$ cat config.mk
export PLATFORM = sky130hd
export DESIGN_NAME = rv_decoder
export DESIGN_NICKNAME = d
export VERILOG_FILES = /design/src/rtl/rv_decode_pkg.sv /design/src/rtl/rv_decoder.sv /design/src/rtl/rv_ctrl_decode.sv /design/src/rtl/rv_alu_op_decode.sv /design/src/rtl/rv_imm_gen.sv
export VERILOG_INCLUDE_DIRS = /design/src /design/src/rtl
export SDC_FILE = /design/constraint.sdc
export NUM_CORES = 1
export LEC_CHECK = 0
export BUFFER_PORTS_ARGS = -buffer_cell sky130_fd_sc_hd__buf_2
export CAP_MARGIN = 10
export CORE_ASPECT_RATIO = 1.4
export CORE_UTILIZATION = 57
export DETAILED_ROUTE_END_ITERATION = 6
export GPL_TIMING_DRIVEN = 0
export PLACE_DENSITY = 0.85
export SLEW_MARGIN = 20
export SYNTH_ARGS = -nofsm -noshare
export SYNTH_HDL_FRONTEND = slang
export SYNTH_HIERARCHICAL = 1
export SYNTH_SLANG_ARGS = --single-unit
$ cat constraint.sdc
create_clock -name i_clk -period 1.15 [get_ports i_clk]
set_input_delay 0.23 -clock i_clk [delete_from_list [all_inputs] [get_ports i_clk]]
set_output_delay 0.23 -clock i_clk [all_outputs]
set_load 0.01 [all_outputs]
$ cat src/rtl/rv_decode_config.svh
`ifndef RV_DECODE_CONFIG_SVH
`define RV_DECODE_CONFIG_SVH

// datapath and immediate width
`define RV_XLEN        32
`define RV_REG_IDX_W   5    // x0..x31
`define RV_INSTR_W     32   // only full-size words, no compressed set

// output register values after reset
`define RV_IMM_RST     32'h0000_0000
`define RV_FUNCT3_RST  3'b000

`endif
$ cat src/rtl/rv_decode_pkg.sv
`default_nettype none

`include "rv_decode_config.svh"

package rv_decode_pkg;

   // major opcode, instr[6:2]
   typedef enum logic [4:0] {
      OPC_LOAD    = 5'b00000,
      OPC_MISCMEM = 5'b00011,   // fence
      OPC_OPIMM   = 5'b00100,
      OPC_AUIPC   = 5'b00101,
      OPC_STORE   = 5'b01000,
      OPC_OP      = 5'b01100,
      OPC_LUI     = 5'b01101,
      OPC_BRANCH  = 5'b11000,
      OPC_JALR    = 5'b11001,
      OPC_JAL     = 5'b11011,
      OPC_SYSTEM  = 5'b11100
   } opcode_e;

   // funct3 for OP / OPIMM
   typedef enum logic [2:0] {
      F3_ADD_SUB = 3'b000,
      F3_SLL     = 3'b001,
      F3_SLT     = 3'b010,
      F3_SLTU    = 3'b011,
      F3_XOR     = 3'b100,
      F3_SRL_SRA = 3'b101,
      F3_OR      = 3'b110,
      F3_AND     = 3'b111
   } funct3_e;

   // branch names share the encodings above, so they are constants of the same type
   localparam funct3_e F3_BEQ  = funct3_e'(3'b000);
   localparam funct3_e F3_BNE  = funct3_e'(3'b001);
   localparam funct3_e F3_BLT  = funct3_e'(3'b100);
   localparam funct3_e F3_BGE  = funct3_e'(3'b101);
   localparam funct3_e F3_BLTU = funct3_e'(3'b110);
   localparam funct3_e F3_BGEU = funct3_e'(3'b111);

   typedef enum logic [4:0] {
      ALU_ADD, ALU_SUB, ALU_SLL, ALU_SLT, ALU_SLTU, ALU_XOR,
      ALU_SRL, ALU_SRA, ALU_OR, ALU_AND,
      ALU_MUL, ALU_MULH, ALU_MULHSU, ALU_MULHU,   // M extension
      ALU_DIV, ALU_DIVU, ALU_REM, ALU_REMU
   } alu_op_e;

   typedef enum logic       {SRC1_REGVAL1 = 1'b0, SRC1_PC  = 1'b1} src1_sel_e;
   typedef enum logic [1:0] {SRC2_REGVAL2 = 2'd0, SRC2_IMM = 2'd1} src2_sel_e;
   typedef enum logic [1:0] {REGIN_ALU    = 2'd0, REGIN_IMM = 2'd1} reg_in_sel_e;

   // FETCH must stay zero, it is the reset state of the control word
   typedef enum logic [2:0] {
      STAGE_FETCH  = 3'd0,
      STAGE_LOAD   = 3'd1,
      STAGE_STORE  = 3'd2,
      STAGE_BRANCH = 3'd3,
      STAGE_SYSTEM = 3'd4,
      STAGE_TRAP   = 3'd5
   } next_stage_e;

   typedef struct packed {
      logic [`RV_REG_IDX_W-1:0] rs1;
      logic [`RV_REG_IDX_W-1:0] rs2;
      logic [`RV_REG_IDX_W-1:0] rd;
   } reg_idx_t;

   typedef struct packed {
      alu_op_e     alu_op;
      src1_sel_e   src1_sel;
      src2_sel_e   src2_sel;
      reg_in_sel_e reg_in_sel;
      next_stage_e next_stage;
      logic        wb_from_alu;       // rd <= alu result in fetch
      logic        wb_from_imm;       // rd <= imm (lui)
      logic        next_pc_from_alu;  // jumps
      logic        write_reg;         // link register write
   } exec_ctrl_t;

   // listed msb first so beq lands on bit 0
   typedef struct packed {
      logic bgeu;
      logic bltu;
      logic bge;
      logic blt;
      logic bne;
      logic beq;
   } branch_mask_t;

endpackage

`default_nettype wire

$ cat src/rtl/rv_decoder.sv
`timescale 1ns/1ps
`default_nettype none

`include "rv_decode_config.svh"

module rv_decoder import rv_decode_pkg::*; (
   input  wire logic                   i_clk,
   input  wire logic                   i_rst_n,
   input  wire logic                   i_en,      // capture strobe
   input  wire logic [`RV_INSTR_W-1:0] i_instr,
   output      logic                   o_valid,
   output      reg_idx_t               o_regs,
   output      logic [`RV_XLEN-1:0]    o_imm,
   output      logic [2:0]             o_funct3,  // load/store width downstream
   output      branch_mask_t           o_branch_mask,
   output      exec_ctrl_t             o_ctrl
);

   reg_idx_t            regs_d;
   logic [`RV_XLEN-1:0] imm_d;
   exec_ctrl_t          ctrl_d;
   branch_mask_t        mask_d;

   // fixed field positions for every 32-bit format
   assign regs_d.rs1 = i_instr[19:15];
   assign regs_d.rs2 = i_instr[24:20];
   assign regs_d.rd  = i_instr[11:7];

   rv_imm_gen rv_imm_gen_i (
      .i_instr (i_instr),
      .o_imm   (imm_d)
   );

   rv_ctrl_decode rv_ctrl_decode_i (
      .i_instr       (i_instr),
      .o_ctrl        (ctrl_d),
      .o_branch_mask (mask_d)
   );

   // single output stage, loads only on the strobe
   always_ff @(posedge i_clk or negedge i_rst_n) begin
      if (!i_rst_n) begin
         o_valid       <= 1'b0;
         o_regs        <= '0;
         o_imm         <= `RV_IMM_RST;
         o_funct3      <= `RV_FUNCT3_RST;
         o_branch_mask <= '0;
         o_ctrl        <= '0;   // stage fetch, all flags low
      end else begin
         o_valid <= i_en;   // one pulse per strobe
         if (i_en) begin
            o_regs        <= regs_d;
            o_imm         <= imm_d;
            o_funct3      <= i_instr[14:12];
            o_branch_mask <= mask_d;
            o_ctrl        <= ctrl_d;
         end
      end
   end

endmodule

`default_nettype wire

$ cat src/rtl/rv_ctrl_decode.sv
`timescale 1ns/1ps
`default_nettype none

`include "rv_decode_config.svh"

module rv_ctrl_decode import rv_decode_pkg::*; (
   input  wire logic [`RV_INSTR_W-1:0] i_instr,
   output      exec_ctrl_t             o_ctrl,
   output      branch_mask_t           o_branch_mask
);

   opcode_e opcode;
   funct3_e funct3;
   alu_op_e arith_op;   // from the funct3/funct7 subdecoder
   logic    is_32;      // low bits 11 marks a full-size word

   assign opcode = opcode_e'(i_instr[6:2]);
   assign funct3 = funct3_e'(i_instr[14:12]);
   assign is_32  = &i_instr[1:0];

   rv_alu_op_decode rv_alu_op_decode_i (
      .i_is_imm (opcode == OPC_OPIMM),
      .i_funct3 (funct3),
      .i_funct7 (i_instr[31:25]),
      .o_alu_op (arith_op)
   );

   always_comb begin
      o_ctrl            = '0;   // add, reg operands, no writeback
      o_ctrl.next_stage = STAGE_TRAP;
      if (is_32) begin
         case (opcode)
            OPC_OP, OPC_OPIMM: begin
               o_ctrl.alu_op      = arith_op;
               o_ctrl.src2_sel    = (opcode == OPC_OP) ? SRC2_REGVAL2 : SRC2_IMM;
               o_ctrl.wb_from_alu = 1'b1;   // rd written back in fetch
               o_ctrl.next_stage  = STAGE_FETCH;
            end
            OPC_LOAD, OPC_STORE: begin
               // address = rs1 + imm on the alu
               o_ctrl.alu_op     = ALU_ADD;
               o_ctrl.src2_sel   = SRC2_IMM;
               o_ctrl.next_stage = (opcode == OPC_LOAD) ? STAGE_LOAD : STAGE_STORE;
            end
            OPC_JAL, OPC_JALR: begin
               o_ctrl.write_reg        = 1'b1;   // link address
               o_ctrl.reg_in_sel       = REGIN_ALU;
               o_ctrl.alu_op           = ALU_ADD;
               o_ctrl.src1_sel         = (opcode == OPC_JAL) ? SRC1_PC : SRC1_REGVAL1;
               o_ctrl.src2_sel         = SRC2_IMM;
               o_ctrl.next_pc_from_alu = 1'b1;   // target from alu
               o_ctrl.next_stage       = STAGE_FETCH;
            end
            OPC_BRANCH: begin
               o_ctrl.alu_op     = ALU_ADD;   // compare done by branch unit
               o_ctrl.src2_sel   = SRC2_REGVAL2;
               o_ctrl.next_stage = STAGE_BRANCH;
            end
            OPC_AUIPC: begin
               o_ctrl.alu_op      = ALU_ADD;
               o_ctrl.src1_sel    = SRC1_PC;
               o_ctrl.src2_sel    = SRC2_IMM;
               o_ctrl.wb_from_alu = 1'b1;
               o_ctrl.next_stage  = STAGE_FETCH;
            end
            OPC_LUI: begin
               o_ctrl.wb_from_imm = 1'b1;
               o_ctrl.reg_in_sel  = REGIN_IMM;
               o_ctrl.next_stage  = STAGE_FETCH;
            end
            OPC_MISCMEM: o_ctrl.next_stage = STAGE_FETCH;   // fence is a nop here
            OPC_SYSTEM:  o_ctrl.next_stage = STAGE_SYSTEM;
            default:     o_ctrl.next_stage = STAGE_TRAP;
         endcase
      end
   end

   // one-hot condition, only for real branches
   always_comb begin
      o_branch_mask = '0;
      if (is_32 && opcode == OPC_BRANCH) begin
         case (funct3)
            F3_BEQ:  o_branch_mask.beq  = 1'b1;
            F3_BNE:  o_branch_mask.bne  = 1'b1;
            F3_BLT:  o_branch_mask.blt  = 1'b1;
            F3_BGE:  o_branch_mask.bge  = 1'b1;
            F3_BLTU: o_branch_mask.bltu = 1'b1;
            F3_BGEU: o_branch_mask.bgeu = 1'b1;
            default: o_branch_mask      = '0;   // 010, 011 reserved
         endcase
      end
   end

endmodule

`default_nettype wire

$ cat src/rtl/rv_alu_op_decode.sv
`timescale 1ns/1ps
`default_nettype none

module rv_alu_op_decode import rv_decode_pkg::*; (
   input  wire logic    i_is_imm,   // opimm form, funct7 is part of the immediate
   input  wire funct3_e i_funct3,
   input  wire logic [6:0] i_funct7,
   output      alu_op_e o_alu_op
);

   localparam logic [6:0] F7_ALT    = 7'b0100000;   // sub / sra
   localparam logic [6:0] F7_MULDIV = 7'b0000001;

   alu_op_e base_op;
   alu_op_e md_op;
   logic    alt;

   // shift immediates only look at bit 30
   assign alt = i_is_imm ? i_funct7[5] : (i_funct7 == F7_ALT);

   always_comb begin
      case (i_funct3)
         F3_ADD_SUB: base_op = (alt && !i_is_imm) ? ALU_SUB : ALU_ADD;   // no subi
         F3_SLL:     base_op = ALU_SLL;
         F3_SLT:     base_op = ALU_SLT;
         F3_SLTU:    base_op = ALU_SLTU;
         F3_XOR:     base_op = ALU_XOR;
         F3_SRL_SRA: base_op = alt ? ALU_SRA : ALU_SRL;
         F3_OR:      base_op = ALU_OR;
         F3_AND:     base_op = ALU_AND;
         default:    base_op = ALU_ADD;
      endcase
   end

   // M extension, same funct3 order as the spec table
   always_comb begin
      case (i_funct3)
         F3_ADD_SUB: md_op = ALU_MUL;
         F3_SLL:     md_op = ALU_MULH;
         F3_SLT:     md_op = ALU_MULHSU;
         F3_SLTU:    md_op = ALU_MULHU;
         F3_XOR:     md_op = ALU_DIV;
         F3_SRL_SRA: md_op = ALU_DIVU;
         F3_OR:      md_op = ALU_REM;
         F3_AND:     md_op = ALU_REMU;
         default:    md_op = ALU_MUL;
      endcase
   end

   always_comb begin
      if (!i_is_imm && i_funct7 == F7_MULDIV) begin
         o_alu_op = md_op;
      end else begin
         o_alu_op = base_op;   // other funct7 values fall back to base op
      end
   end

endmodule

`default_nettype wire

$ cat src/rtl/rv_imm_gen.sv
`timescale 1ns/1ps
`default_nettype none

`include "rv_decode_config.svh"

module rv_imm_gen import rv_decode_pkg::*; (
   input  wire logic [`RV_INSTR_W-1:0] i_instr,
   output      logic [`RV_XLEN-1:0]    o_imm
);

   opcode_e opcode;
   logic    sign;   // all signed layouts extend from bit 31

   assign opcode = opcode_e'(i_instr[6:2]);
   assign sign   = i_instr[31];

   always_comb begin
      if (i_instr[1:0] != 2'b11) begin
         o_imm = '0;   // compressed or reserved encoding
      end else begin
         case (opcode)
            OPC_STORE:   // S-type
               o_imm = {{(`RV_XLEN-12){sign}}, i_instr[31:25], i_instr[11:7]};
            OPC_BRANCH: begin
               // B-type, offset in halfwords
               o_imm = {{(`RV_XLEN-12){sign}}, i_instr[7], i_instr[30:25],
                        i_instr[11:8], 1'b0};
            end
            OPC_LUI, OPC_AUIPC:
               o_imm = {i_instr[31:12], 12'b0};   // U-type, no extension needed
            OPC_JAL: begin
               // J-type
               o_imm = {{(`RV_XLEN-20){sign}}, i_instr[19:12], i_instr[20],
                        i_instr[30:21], 1'b0};
            end
            default:   // I-type, meaningless for R-type but harmless
               o_imm = {{(`RV_XLEN-12){sign}}, i_instr[31:20]};
         endcase
      end
   end

endmodule

`default_nettype wire

Yosys cells after proc, flatten, opt, wreduce, memory -nomap -nowiden --
Memory sizes are Yosys's and may differ from the RTL's. Index checks and enable logic that the tools add are counted.
Word-level totals: ROM bits 40, word-level logic and storage cells 82, bits of input ports 35, output and inout bits 74, memories 1, register bits 74
Cells by class: eq/ne operators 20, muxes and demuxes 26, reductions and logical operators 14
Memories:
- (name not given) | words 8, width 5, read ports 1, clocked after Yosys merged registers in 0, write ports 0, RTL line rv_alu_op_decode.sv:37 | case (i_funct3)
Operator list (number):
- case mux 31 bit (4 select lines) | 1
- case mux 5 bit (8 select lines) | 1
- two-way mux 32 bit | 1
- equality test 5 bit (second input constant) | 4
- two-way mux 17 bit | 1
- equality test 5 x 4 -> 1 bit (second input constant) | 3
- two-way mux 1 bit | 14
- equality test 3 bit (second input constant) | 4
- case mux 3 bit (4 select lines) | 1
- equality test 5 x 3 -> 1 bit (second input constant) | 2
- two-way mux 5 bit | 2
- OR reduction 2 bit | 4
- equality test 7 x 1 -> 1 bit (second input constant) | 1
- equality test 7 x 6 -> 1 bit (second input constant) | 1
- OR reduction 7 bit | 1
- equality test 3 x 2 -> 1 bit (second input constant) | 2
- two-way mux 6 bit | 1
- equality test 5 x 2 -> 1 bit (second input constant) | 1
- logical NOT 5 bit | 1
- OR reduction 5 bit | 1
- two-way mux 2 bit | 2
- case mux 2 bit (2 select lines) | 1
- equality test 3 x 1 -> 1 bit (second input constant) | 1
- logical AND 1 bit | 3
- 6 further kinds | 6

Depth between registers and ports, before layout --
Gate-level depths: netlist of the first run.
word-level depth 8, mapped depth 9, mapped depth without buffers 8

By module --
Netlist of the first run, hierarchy kept.
Modules (own cells, without submodules):
- rv_decoder | seq. area each 1851.8 sq um, times used 1, area an instance 3088.0 sq um, cells each 155
- rv_imm_gen | seq. area each 0.0 sq um, times used 1, area an instance 488.0 sq um, cells each 83
- rv_ctrl_decode | seq. area each 0.0 sq um, times used 1, area an instance 331.6 sq um, cells each 56
- rv_alu_op_decode | seq. area each 0.0 sq um, times used 1, area an instance 207.7 sq um, cells each 28

Least setup slack after synthesis of the first run --
Ideal clock, no wire load.
path type input port to flip-flop, from input port i_instr[3], to register o_ctrl[12] (netlist name), required time 1.025 ns, path buffers 1, setup time 0.125 ns, cell stages on the path 9, setup slack -1.155 ns, arrival 2.179 ns, path through buf_2 nor2_1 nor4b_1 nor4_4 and4b_1 a2111oi_2 nor4_2 and2_1 mux2_4
RTL lines:
- from (decl) | RTL line rv_decoder.sv:10 | input wire logic [`RV_INSTR_W-1:0] i_instr,
- to (signal assigned) | RTL line rv_decoder.sv:56 | o_ctrl <= ctrl_d;
- to (decl) | RTL line rv_decoder.sv:16 | output exec_ctrl_t o_ctrl

==> results by group, run 1 <==
Critical path
  – Worst path required time: roughly 1400 ps
  – CP endpoint kind: register
  – Worst EP arrival: 1950 ps
  – Crit Path Class: in -> reg
  – Crit start category: primary input
  – CP max FO: 3

Logic synthesis
  – Post-synth top area share: between 40% and 50%
  – Synth async-reset ratio: 100%
  – EDFF count, synth: 0
  – Post-synth top cells: 74 x dfrtp_1, 70 x mux2_4, 27 x nand2_1
  – Post-synth top area cell: dfrtp_1
  – Syn Inst Count: ~320
  – Synthesized area per cell: about 13 um^2
  – Post-synthesis sequential area ratio: between 40% and 50%
  – Synth Warn #: 6
  – Yosys reg bits: 74
  – Ranking of synthesized cells by area: dfrtp_1 45%, mux2_4 26%, buf_12 3.4%
  – Most used DFF post-synth: dfrtp_1
  – Most frequent cell after synthesis: dfrtp_1
  – Synth unique cells: 56
  – Cell area after synthesis: between 4000 and 5000 um^2

Timing
  – Clock Skews: 0 ps
  – Actual slew at the worst max-slew pin: about 900 ps
  – Hold Slack: 27.1 ps
  – Final WS setup: -571 ps
  – Slew margin rel.: roughly two fifths
  – Final worst-path cycle share: 150%
  – Final-report hold violation count: 0
  – Fmax: 0.581 GHz
  – Final critical-path required period: roughly 1700 ps
  – Final setup fails: 42
  – Slew Limit Fails: 0
  – RSZ-0062 raised after global routing: true

Die
  – Core Area: approximately 7000 um^2
  – Die height: slightly above 100 um
  – Initial Util: roughly three fifths
  – Ports: between 100 and 150
  – Die W: about 74 um
  – Die Area: approximately 7600 um^2
  – # rows: 36

Power and ir drop
  – Combinational share of power: a little under a quarter
  – Psw: approximately 1.7 mW
  – Design Power: 6.05 mW
  – Clock share of power: between 30 and 40%
  – Leak: approximately 2.9 nW
  – Peak VDD IR: about 900 uV
  – Pwr dens: roughly 1100 nW/um^2
  – Sequential share of power: 47.0%
  – Sw Ratio: 28.1%
  – P_int: between 4 and 5 mW

Flow run
  – Total of max-cap violations: 0

Place
  – Placed Cells: ~530
  – PortBufs: approximately 110
  – RePlAce Congestion: around 0.84
  – Half-perimeter wire length after placement: 6.91 mm

Global route
  – Largest net degree at the start of global routing: between 50 and 60
  – Total track usage: between 20 and 30%
  – Initial antenna violation count: 0
  – Global-route wire length before repair: 16.2 mm
  – Vias in the first global route: ~3300
  – Grt total ovfl: 0

Drt
  – Drt first pass iters: 4
  – Via Count: between 3000 and 4000
  – Final wirelength: ~11 mm
  – DRC: 0
  – Per-cell routed wire length: about 19 um
  – Routed Antenna Nets: 0
  – DR vias/cell: 5.71
  – DR iter-0 viols: 200

Status
  – Status: complete, but fails checks
  – Failing checks: negative setup slack

Clock tree
  – Clk Latency, worst-skew pair: about 340 ps
  – Root Driver: clkbuf_8
  – Clk sinks: 74
  – Htree depth: 3
  – Clock transition at path regs: 70 ps
  – CTS Buf Count: 9
  – TritonCTS clock tree: built
  – Clock Path Buffers: 2

Min path
  – Worst Hold Class: in -> reg

Layout
  – Area grow syn2layout: 39.5%
  – Fin cells: 580
  – Fraction of layout cells with a size suffix above 1: between 60% and 70%
  – Nets: 517
  – Antenna diodes: 0
  – Util after Layout: between 80% and 90%
[sequential cells by signal (all words and copies together), names as in the netlist]
register / flops
o_imm: 32
o_ctrl: 17
o_valid: 1
o_funct3: 3
o_regs: 15
o_branch_mask: 6
[critical path, stage by stage]
cell and delay [ps]:
buf_8 100, buf_8 110, nor4b_4 410, nor4_4 90, and4b_2 250, buf_4 150, buf_6 110, and2_4 130
and2_4 120, mux2_4 250
[path summary, 6_finish.rpt]
check,startpoint,endpoint,slack [ps],depth (start not counted)
max,i_instr[5],o_ctrl[16],-570,10
min,i_en,o_valid,30,1
max reg2reg,o_imm[30],o_imm[30],230,2
min reg2reg,o_funct3[0],o_funct3[0],510,1
max in group asynchronous,i_rst_n,o_imm[20],280,3
min in group asynchronous,i_rst_n,o_imm[10],310,2
[layout by cell type (no fill, tap or decap), drive strengths merged, types with 3 or more instances in the layout]
cell type	synthesis	final
clkinv	0	3
o21ai	6	6
and2	13	13
nand2	27	27
nand3	8	8
clkbuf	2	14
nand2b	3	3
mux2	74	74
nor4	5	5
inv	8	8
buf	19	165
a21oi	23	23
a22oi	4	4
nor3	4	4
dfrtp	74	74
nor2	14	14
[routing by layer]
| layer | track usage (%) | part of all wire (%) | vias up |
|---|---|---|---|
| li1 | - | - | 1464 |
| met1 | 35.2 | 40 | 1650 |
| met3 | 5.38 | 4.8 | 39 |
| met4 | 14.8 | 3.2 | 0 |
| met5 | 0 | 0 | - |
| met2 | 47.4 | 52 | 158 |
[metrics by stage]
stage	TNS (ps)	cell area (um^2)	worst slack [ps]
2_1_floorplan	-11830	4290	-672
3_3_place_gp	-65560	4950	-1000
3_5_place_dp	-25030	4980	-1120
4_1_cts	-6370	5460	-493
5_1_grt	-8370	5740	-550
6_report	-7940	5740	-571
[final cells by class]
type / count / area [um^2]
timing repair buffer: 147 / 976
clock buffer: 12 / 155
tap: 95 / 119
multi-input combinational: 220 / 2280
sequential: 74 / 1850
fill: 395 / 1240
inverter: 8 / 35.0
clock inverter: 3 / 15.0
buffer: 21 / 304
[power by group through the flow]
| stage | Combinational [mW] | Sequential, mW | Clock, mW |
|---|---|---|---|
| 2_1_floorplan | 0.643 | 2.95 | 0 |
| 3_3_place_gp | 1.11 | 2.88 | 0 |
| 3_5_place_dp | 1.15 | 2.89 | 0 |
| 4_1_cts | 1.27 | 2.84 | 1.83 |
| 5_1_grt | 1.46 | 2.86 | 1.96 |
| 6_report | 1.38 | 2.84 | 1.83 |
[repair_timing]
item / in CTS / in global routing
endpoints found under the hold margin: 18 / 0
endpoints found under the setup margin: 30 / 59
resized for setup: 37 / 33
hold buffers: 1 / 0
setup buffers: 17 / 19
pin swaps: 16 / 10
gates cloned: 2 / 0
[cells by family after synthesis]
group	after synthesis	synth area share [%]
AOI/OAI and AO/OA	47	7.75
other	1	0.0911
DFF	74	45.0
adders and majority gates	2	0.578
xor gates and xnor gates	1	0.213
and+or+nand+nor	93	13.1
muxes	75	26.9
buffers and inverters	29	6.38
Note: power is estimated with default switching activity, not from simulation.
==> run 2, diff against run 1 <==
--- a/config.mk
+++ b/config.mk
@@ -7,8 +7,8 @@
 export NUM_CORES = 1
 export LEC_CHECK = 0
 export BUFFER_PORTS_ARGS = -buffer_cell sky130_fd_sc_hd__buf_2
-export CAP_MARGIN = 10
-export CORE_ASPECT_RATIO = 1.4
+export CAP_MARGIN = 40
+export CORE_ASPECT_RATIO = 0.6
 export CORE_UTILIZATION = 57
 export DETAILED_ROUTE_END_ITERATION = 6
 export GPL_TIMING_DRIVEN = 0
==> results by group, run 2 (synthesis gave the netlist of run 1 again) <==
Status
  – Status: complete, but fails checks
  – Failing checks: design-rule violations, negative setup slack

Critical path
  – CP max FO: 5 (+2)
  – Worst-path cell chain: buf_12 > buf_12 > nor4b_4 > nor4_4 > nand4b_1 > mux2_4 > and2_4 > mux2_4
  – Reg2Reg Launch Point: o_imm[7]
  – WP buf/inv: 2 (-2)
  – R2r endpoint: o_imm[7]
  – Crit Path Class: in -> reg
  – Reg2Reg Depth: 2 (unchanged)
  – Crit-path slowest cell: nor4b_4
  – Worst EP arrival: 1900 ps (-50 ps)
  – CP endpoint kind: register
  – Critical Path Max Stage Delay: 420 ps (about the same)
  – CP top delay family: simple AND/OR/NAND/NOR gates
  – Worst path required time: 1390 ps (about the same)
  – R2R Setup Slk: 240 ps (about the same)
  – Crit start category: primary input

Timing
  – Final worst-path cycle share: 144% (-5.3 points)
  – Final-report hold violation count: 0 (unchanged)
  – Actual slew at the worst max-slew pin: 1000 ps (+102 ps)
  – Setup tns final: -12120 ps (-4180 ps)
  – Hold Slack: 14.0 ps (-13.1 ps)
  – Clock Skews: 0 ps (unchanged)
  – Fmax: 0.602 GHz (+3.7%)
  – Final WS setup: -510 ps (+60.7 ps)
  – Final setup fails: 45 (+7.1%)
  – Slew Limit Fails: 0 (unchanged)
  – RSZ-0062 raised after global routing: true
  – Final critical-path required period: 1660 ps (-60.7 ps)
  – Slew margin rel.: 32.7% (-6.8 points)

Flow run
  – Total of max-cap violations: 0 (unchanged)

Drt
  – Via Count: 3277 (-1.0%)
  – Per-cell routed wire length: 21.0 um (+9.6%)
  – DR vias/cell: 5.84 (+2.3%)
  – DRC: 9 (+9)
  – Final wirelength: 11.8 mm (+6.0%)
  – DR iter-0 viols: 263 (+32%)
  – Drt first pass iters: 7 (+3)
  – Routed Antenna Nets: 0 (unchanged)

Global route
  – Largest net degree at the start of global routing: 40 (-30%)
  – GR Layer Usage met2: 50.8% (+3.4 points)
  – GRT met3 Usage: 9.92% (+4.5 points)
  – Vias in the first global route: 3238 (-0.92%)
  – Top Usage Layer GRT: met2
  – Initial antenna violation count: 0 (unchanged)
  – Total track usage: 31.5% (+2.9 points)
  – Met1 Usage GRT: 41.3% (+6.1 points)
  – Grt total ovfl: 0 (unchanged)
  – Global-route wire length before repair: 17.4 mm (+7.9%)

Place
  – Post-DP Area: 4960 um^2 (-0.35%)
  – Half-perimeter wire length after placement: 7.38 mm (+6.7%)
  – Post-Place Setup Slack: -1030 ps (+92.5 ps)
  – Placed Cells: 518 (-1.5%)
  – PortBufs: 107 (unchanged)
  – RePlAce Congestion: 0.836 (-0.27%)

Layout
  – Antenna diodes: 0 (unchanged)
  – Fraction of layout cells with a size suffix above 1: 65.6% (about the same)
  – Largest registers: o_imm (32), o_ctrl (17), o_regs (15)
  – Util after Layout: 84.4% (+2.2 points)
  – Commonest non-fill, non-tap cell in the layout: buf_2
  – Nets: 505 (-2.3%)
  – Fill cells: 352 (-11%)
  – Max reg flops: 32 (unchanged)
  – Most frequent cells in the layout: 101 x buf_2, 74 x dfrtp_1, 72 x mux2_4
  – Post-route cell area: 5760 um^2 (+0.28%)
  – Fin cells: 561 (-3.3%)
  – Area grow syn2layout: 39.9%
  – Biggest register: o_imm

Min path
  – Hold path depth: 1 (unchanged)
  – Hold path start: i_en
  – Hold endpoint: o_valid
  – Worst Hold Class: in -> reg

Die
  – Die W: 112 um (+51%)
  – # rows: 23 (-36%)
  – Ports: 109 (unchanged)
  – Initial Util: 60.3% (+1.4 points)
  – Core Area: 6820 um^2 (-2.3%)
  – Die Area: 7570 um^2 (about the same)
  – Die height: 67.8 um (-34%)

Clock tree
  – Htree depth: 3 (unchanged)
  – Clk Latency, worst-skew pair: 350 ps (about the same)
  – Clk sinks: 74 (unchanged)
  – CTS Buf Count: 9 (unchanged)
  – Clock transition at path regs: 60 ps (about the same)
  – TritonCTS clock tree: built
  – Clock Path Buffers: 2 (unchanged)
  – Root Driver: clkbuf_16

Power and ir drop
  – Peak VDD IR: 1190 uV (+33%)
  – Sw Ratio: 27.3% (-0.85 points)
  – Combinational share of power: 19.3% (-3.4 points)
  – Clock share of power: 40.3% (+10 points)
  – Leak: 2.89 nW (-0.62%)
  – P_int: 5.13 mW (+18%)
  – Pwr dens: 1220 nW/um^2 (+16%)
  – Sequential share of power: 40.4% (-6.6 points)
  – Design Power: 7.05 mW (+16%)
  – Psw: 1.92 mW (+13%)
[run 2: cell count changes in the layout (fill, tap and decap cells not counted), moves of 2 or more]
cell       before  now
a21oi_1         4    2
a21oi_2        13   17
a21oi_4         6    4
buf_16          2    0
buf_4          35   22
buf_6           9   12
clkbuf_16       0    9
clkbuf_8       11    0
[run 2: power groups by stage]
stage / Sequential [mW] / Combinational (mW) / Clock, mW
floorplan: 2.95 / 0.643 / 0
global placement: 2.88 / 1.12 / 0
detailed placement: 2.89 / 1.17 / 0
CTS: 2.85 / 1.28 / 2.86
global route: 2.86 / 1.44 / 2.97
finish: 2.85 / 1.36 / 2.84
[run 2: how the worst max path moves through the flow]
stage	from	end	slack, ps	cells past startpoint
detailed placement	i_instr[4]	o_ctrl[12]	-1030	9
global route	i_instr[2]	o_ctrl[14]	-520	8
finish	i_instr[6]	o_ctrl[14]	-510	8
global placement	i_instr[4]	o_ctrl[12]	-990	9
floorplan	i_instr[3]	o_ctrl[12]	-670	9
CTS	i_instr[5]	o_ctrl[12]	-460	9
[run 2: timing repair]
item                                    in CTS  in global routing
setup buffers                               18                  8
hold endpoints to repair                    35                  0
endpoints found under the setup margin      32                 50
gates resized for setup                     35                 40
gates cloned                                 2                  0
pin swaps                                   13                 10
hold buffers                                 1                  0
[run 2: area by class of cell]
cell class / instances / area (um^2) / share of cell area, %
Clock buffer: 10 / 229 / 3.98
Timing Repair Buffer: 136 / 882 / 15.3
Tap cell: 87 / 109 / 1.89
Clock inverter: 6 / 65.1 / 1.13
Inverter: 8 / 32.5 / 0.565
Sequential cell: 74 / 1850 / 32.2
Buffer: 20 / 284 / 4.93
Multi-Input combinational cell: 220 / 2300 / 40.0
[run 2: per-layer routing]
layer / part of all wire [%] / wire length [um] / up-vias
li1: - / - / 1441
met1: 43 / 5080 / 1641
met2: 47 / 5540 / 168
met3: 8.2 / 964 / 27
met4: 1.8 / 208 / 0
met5: 0 / 0 / -
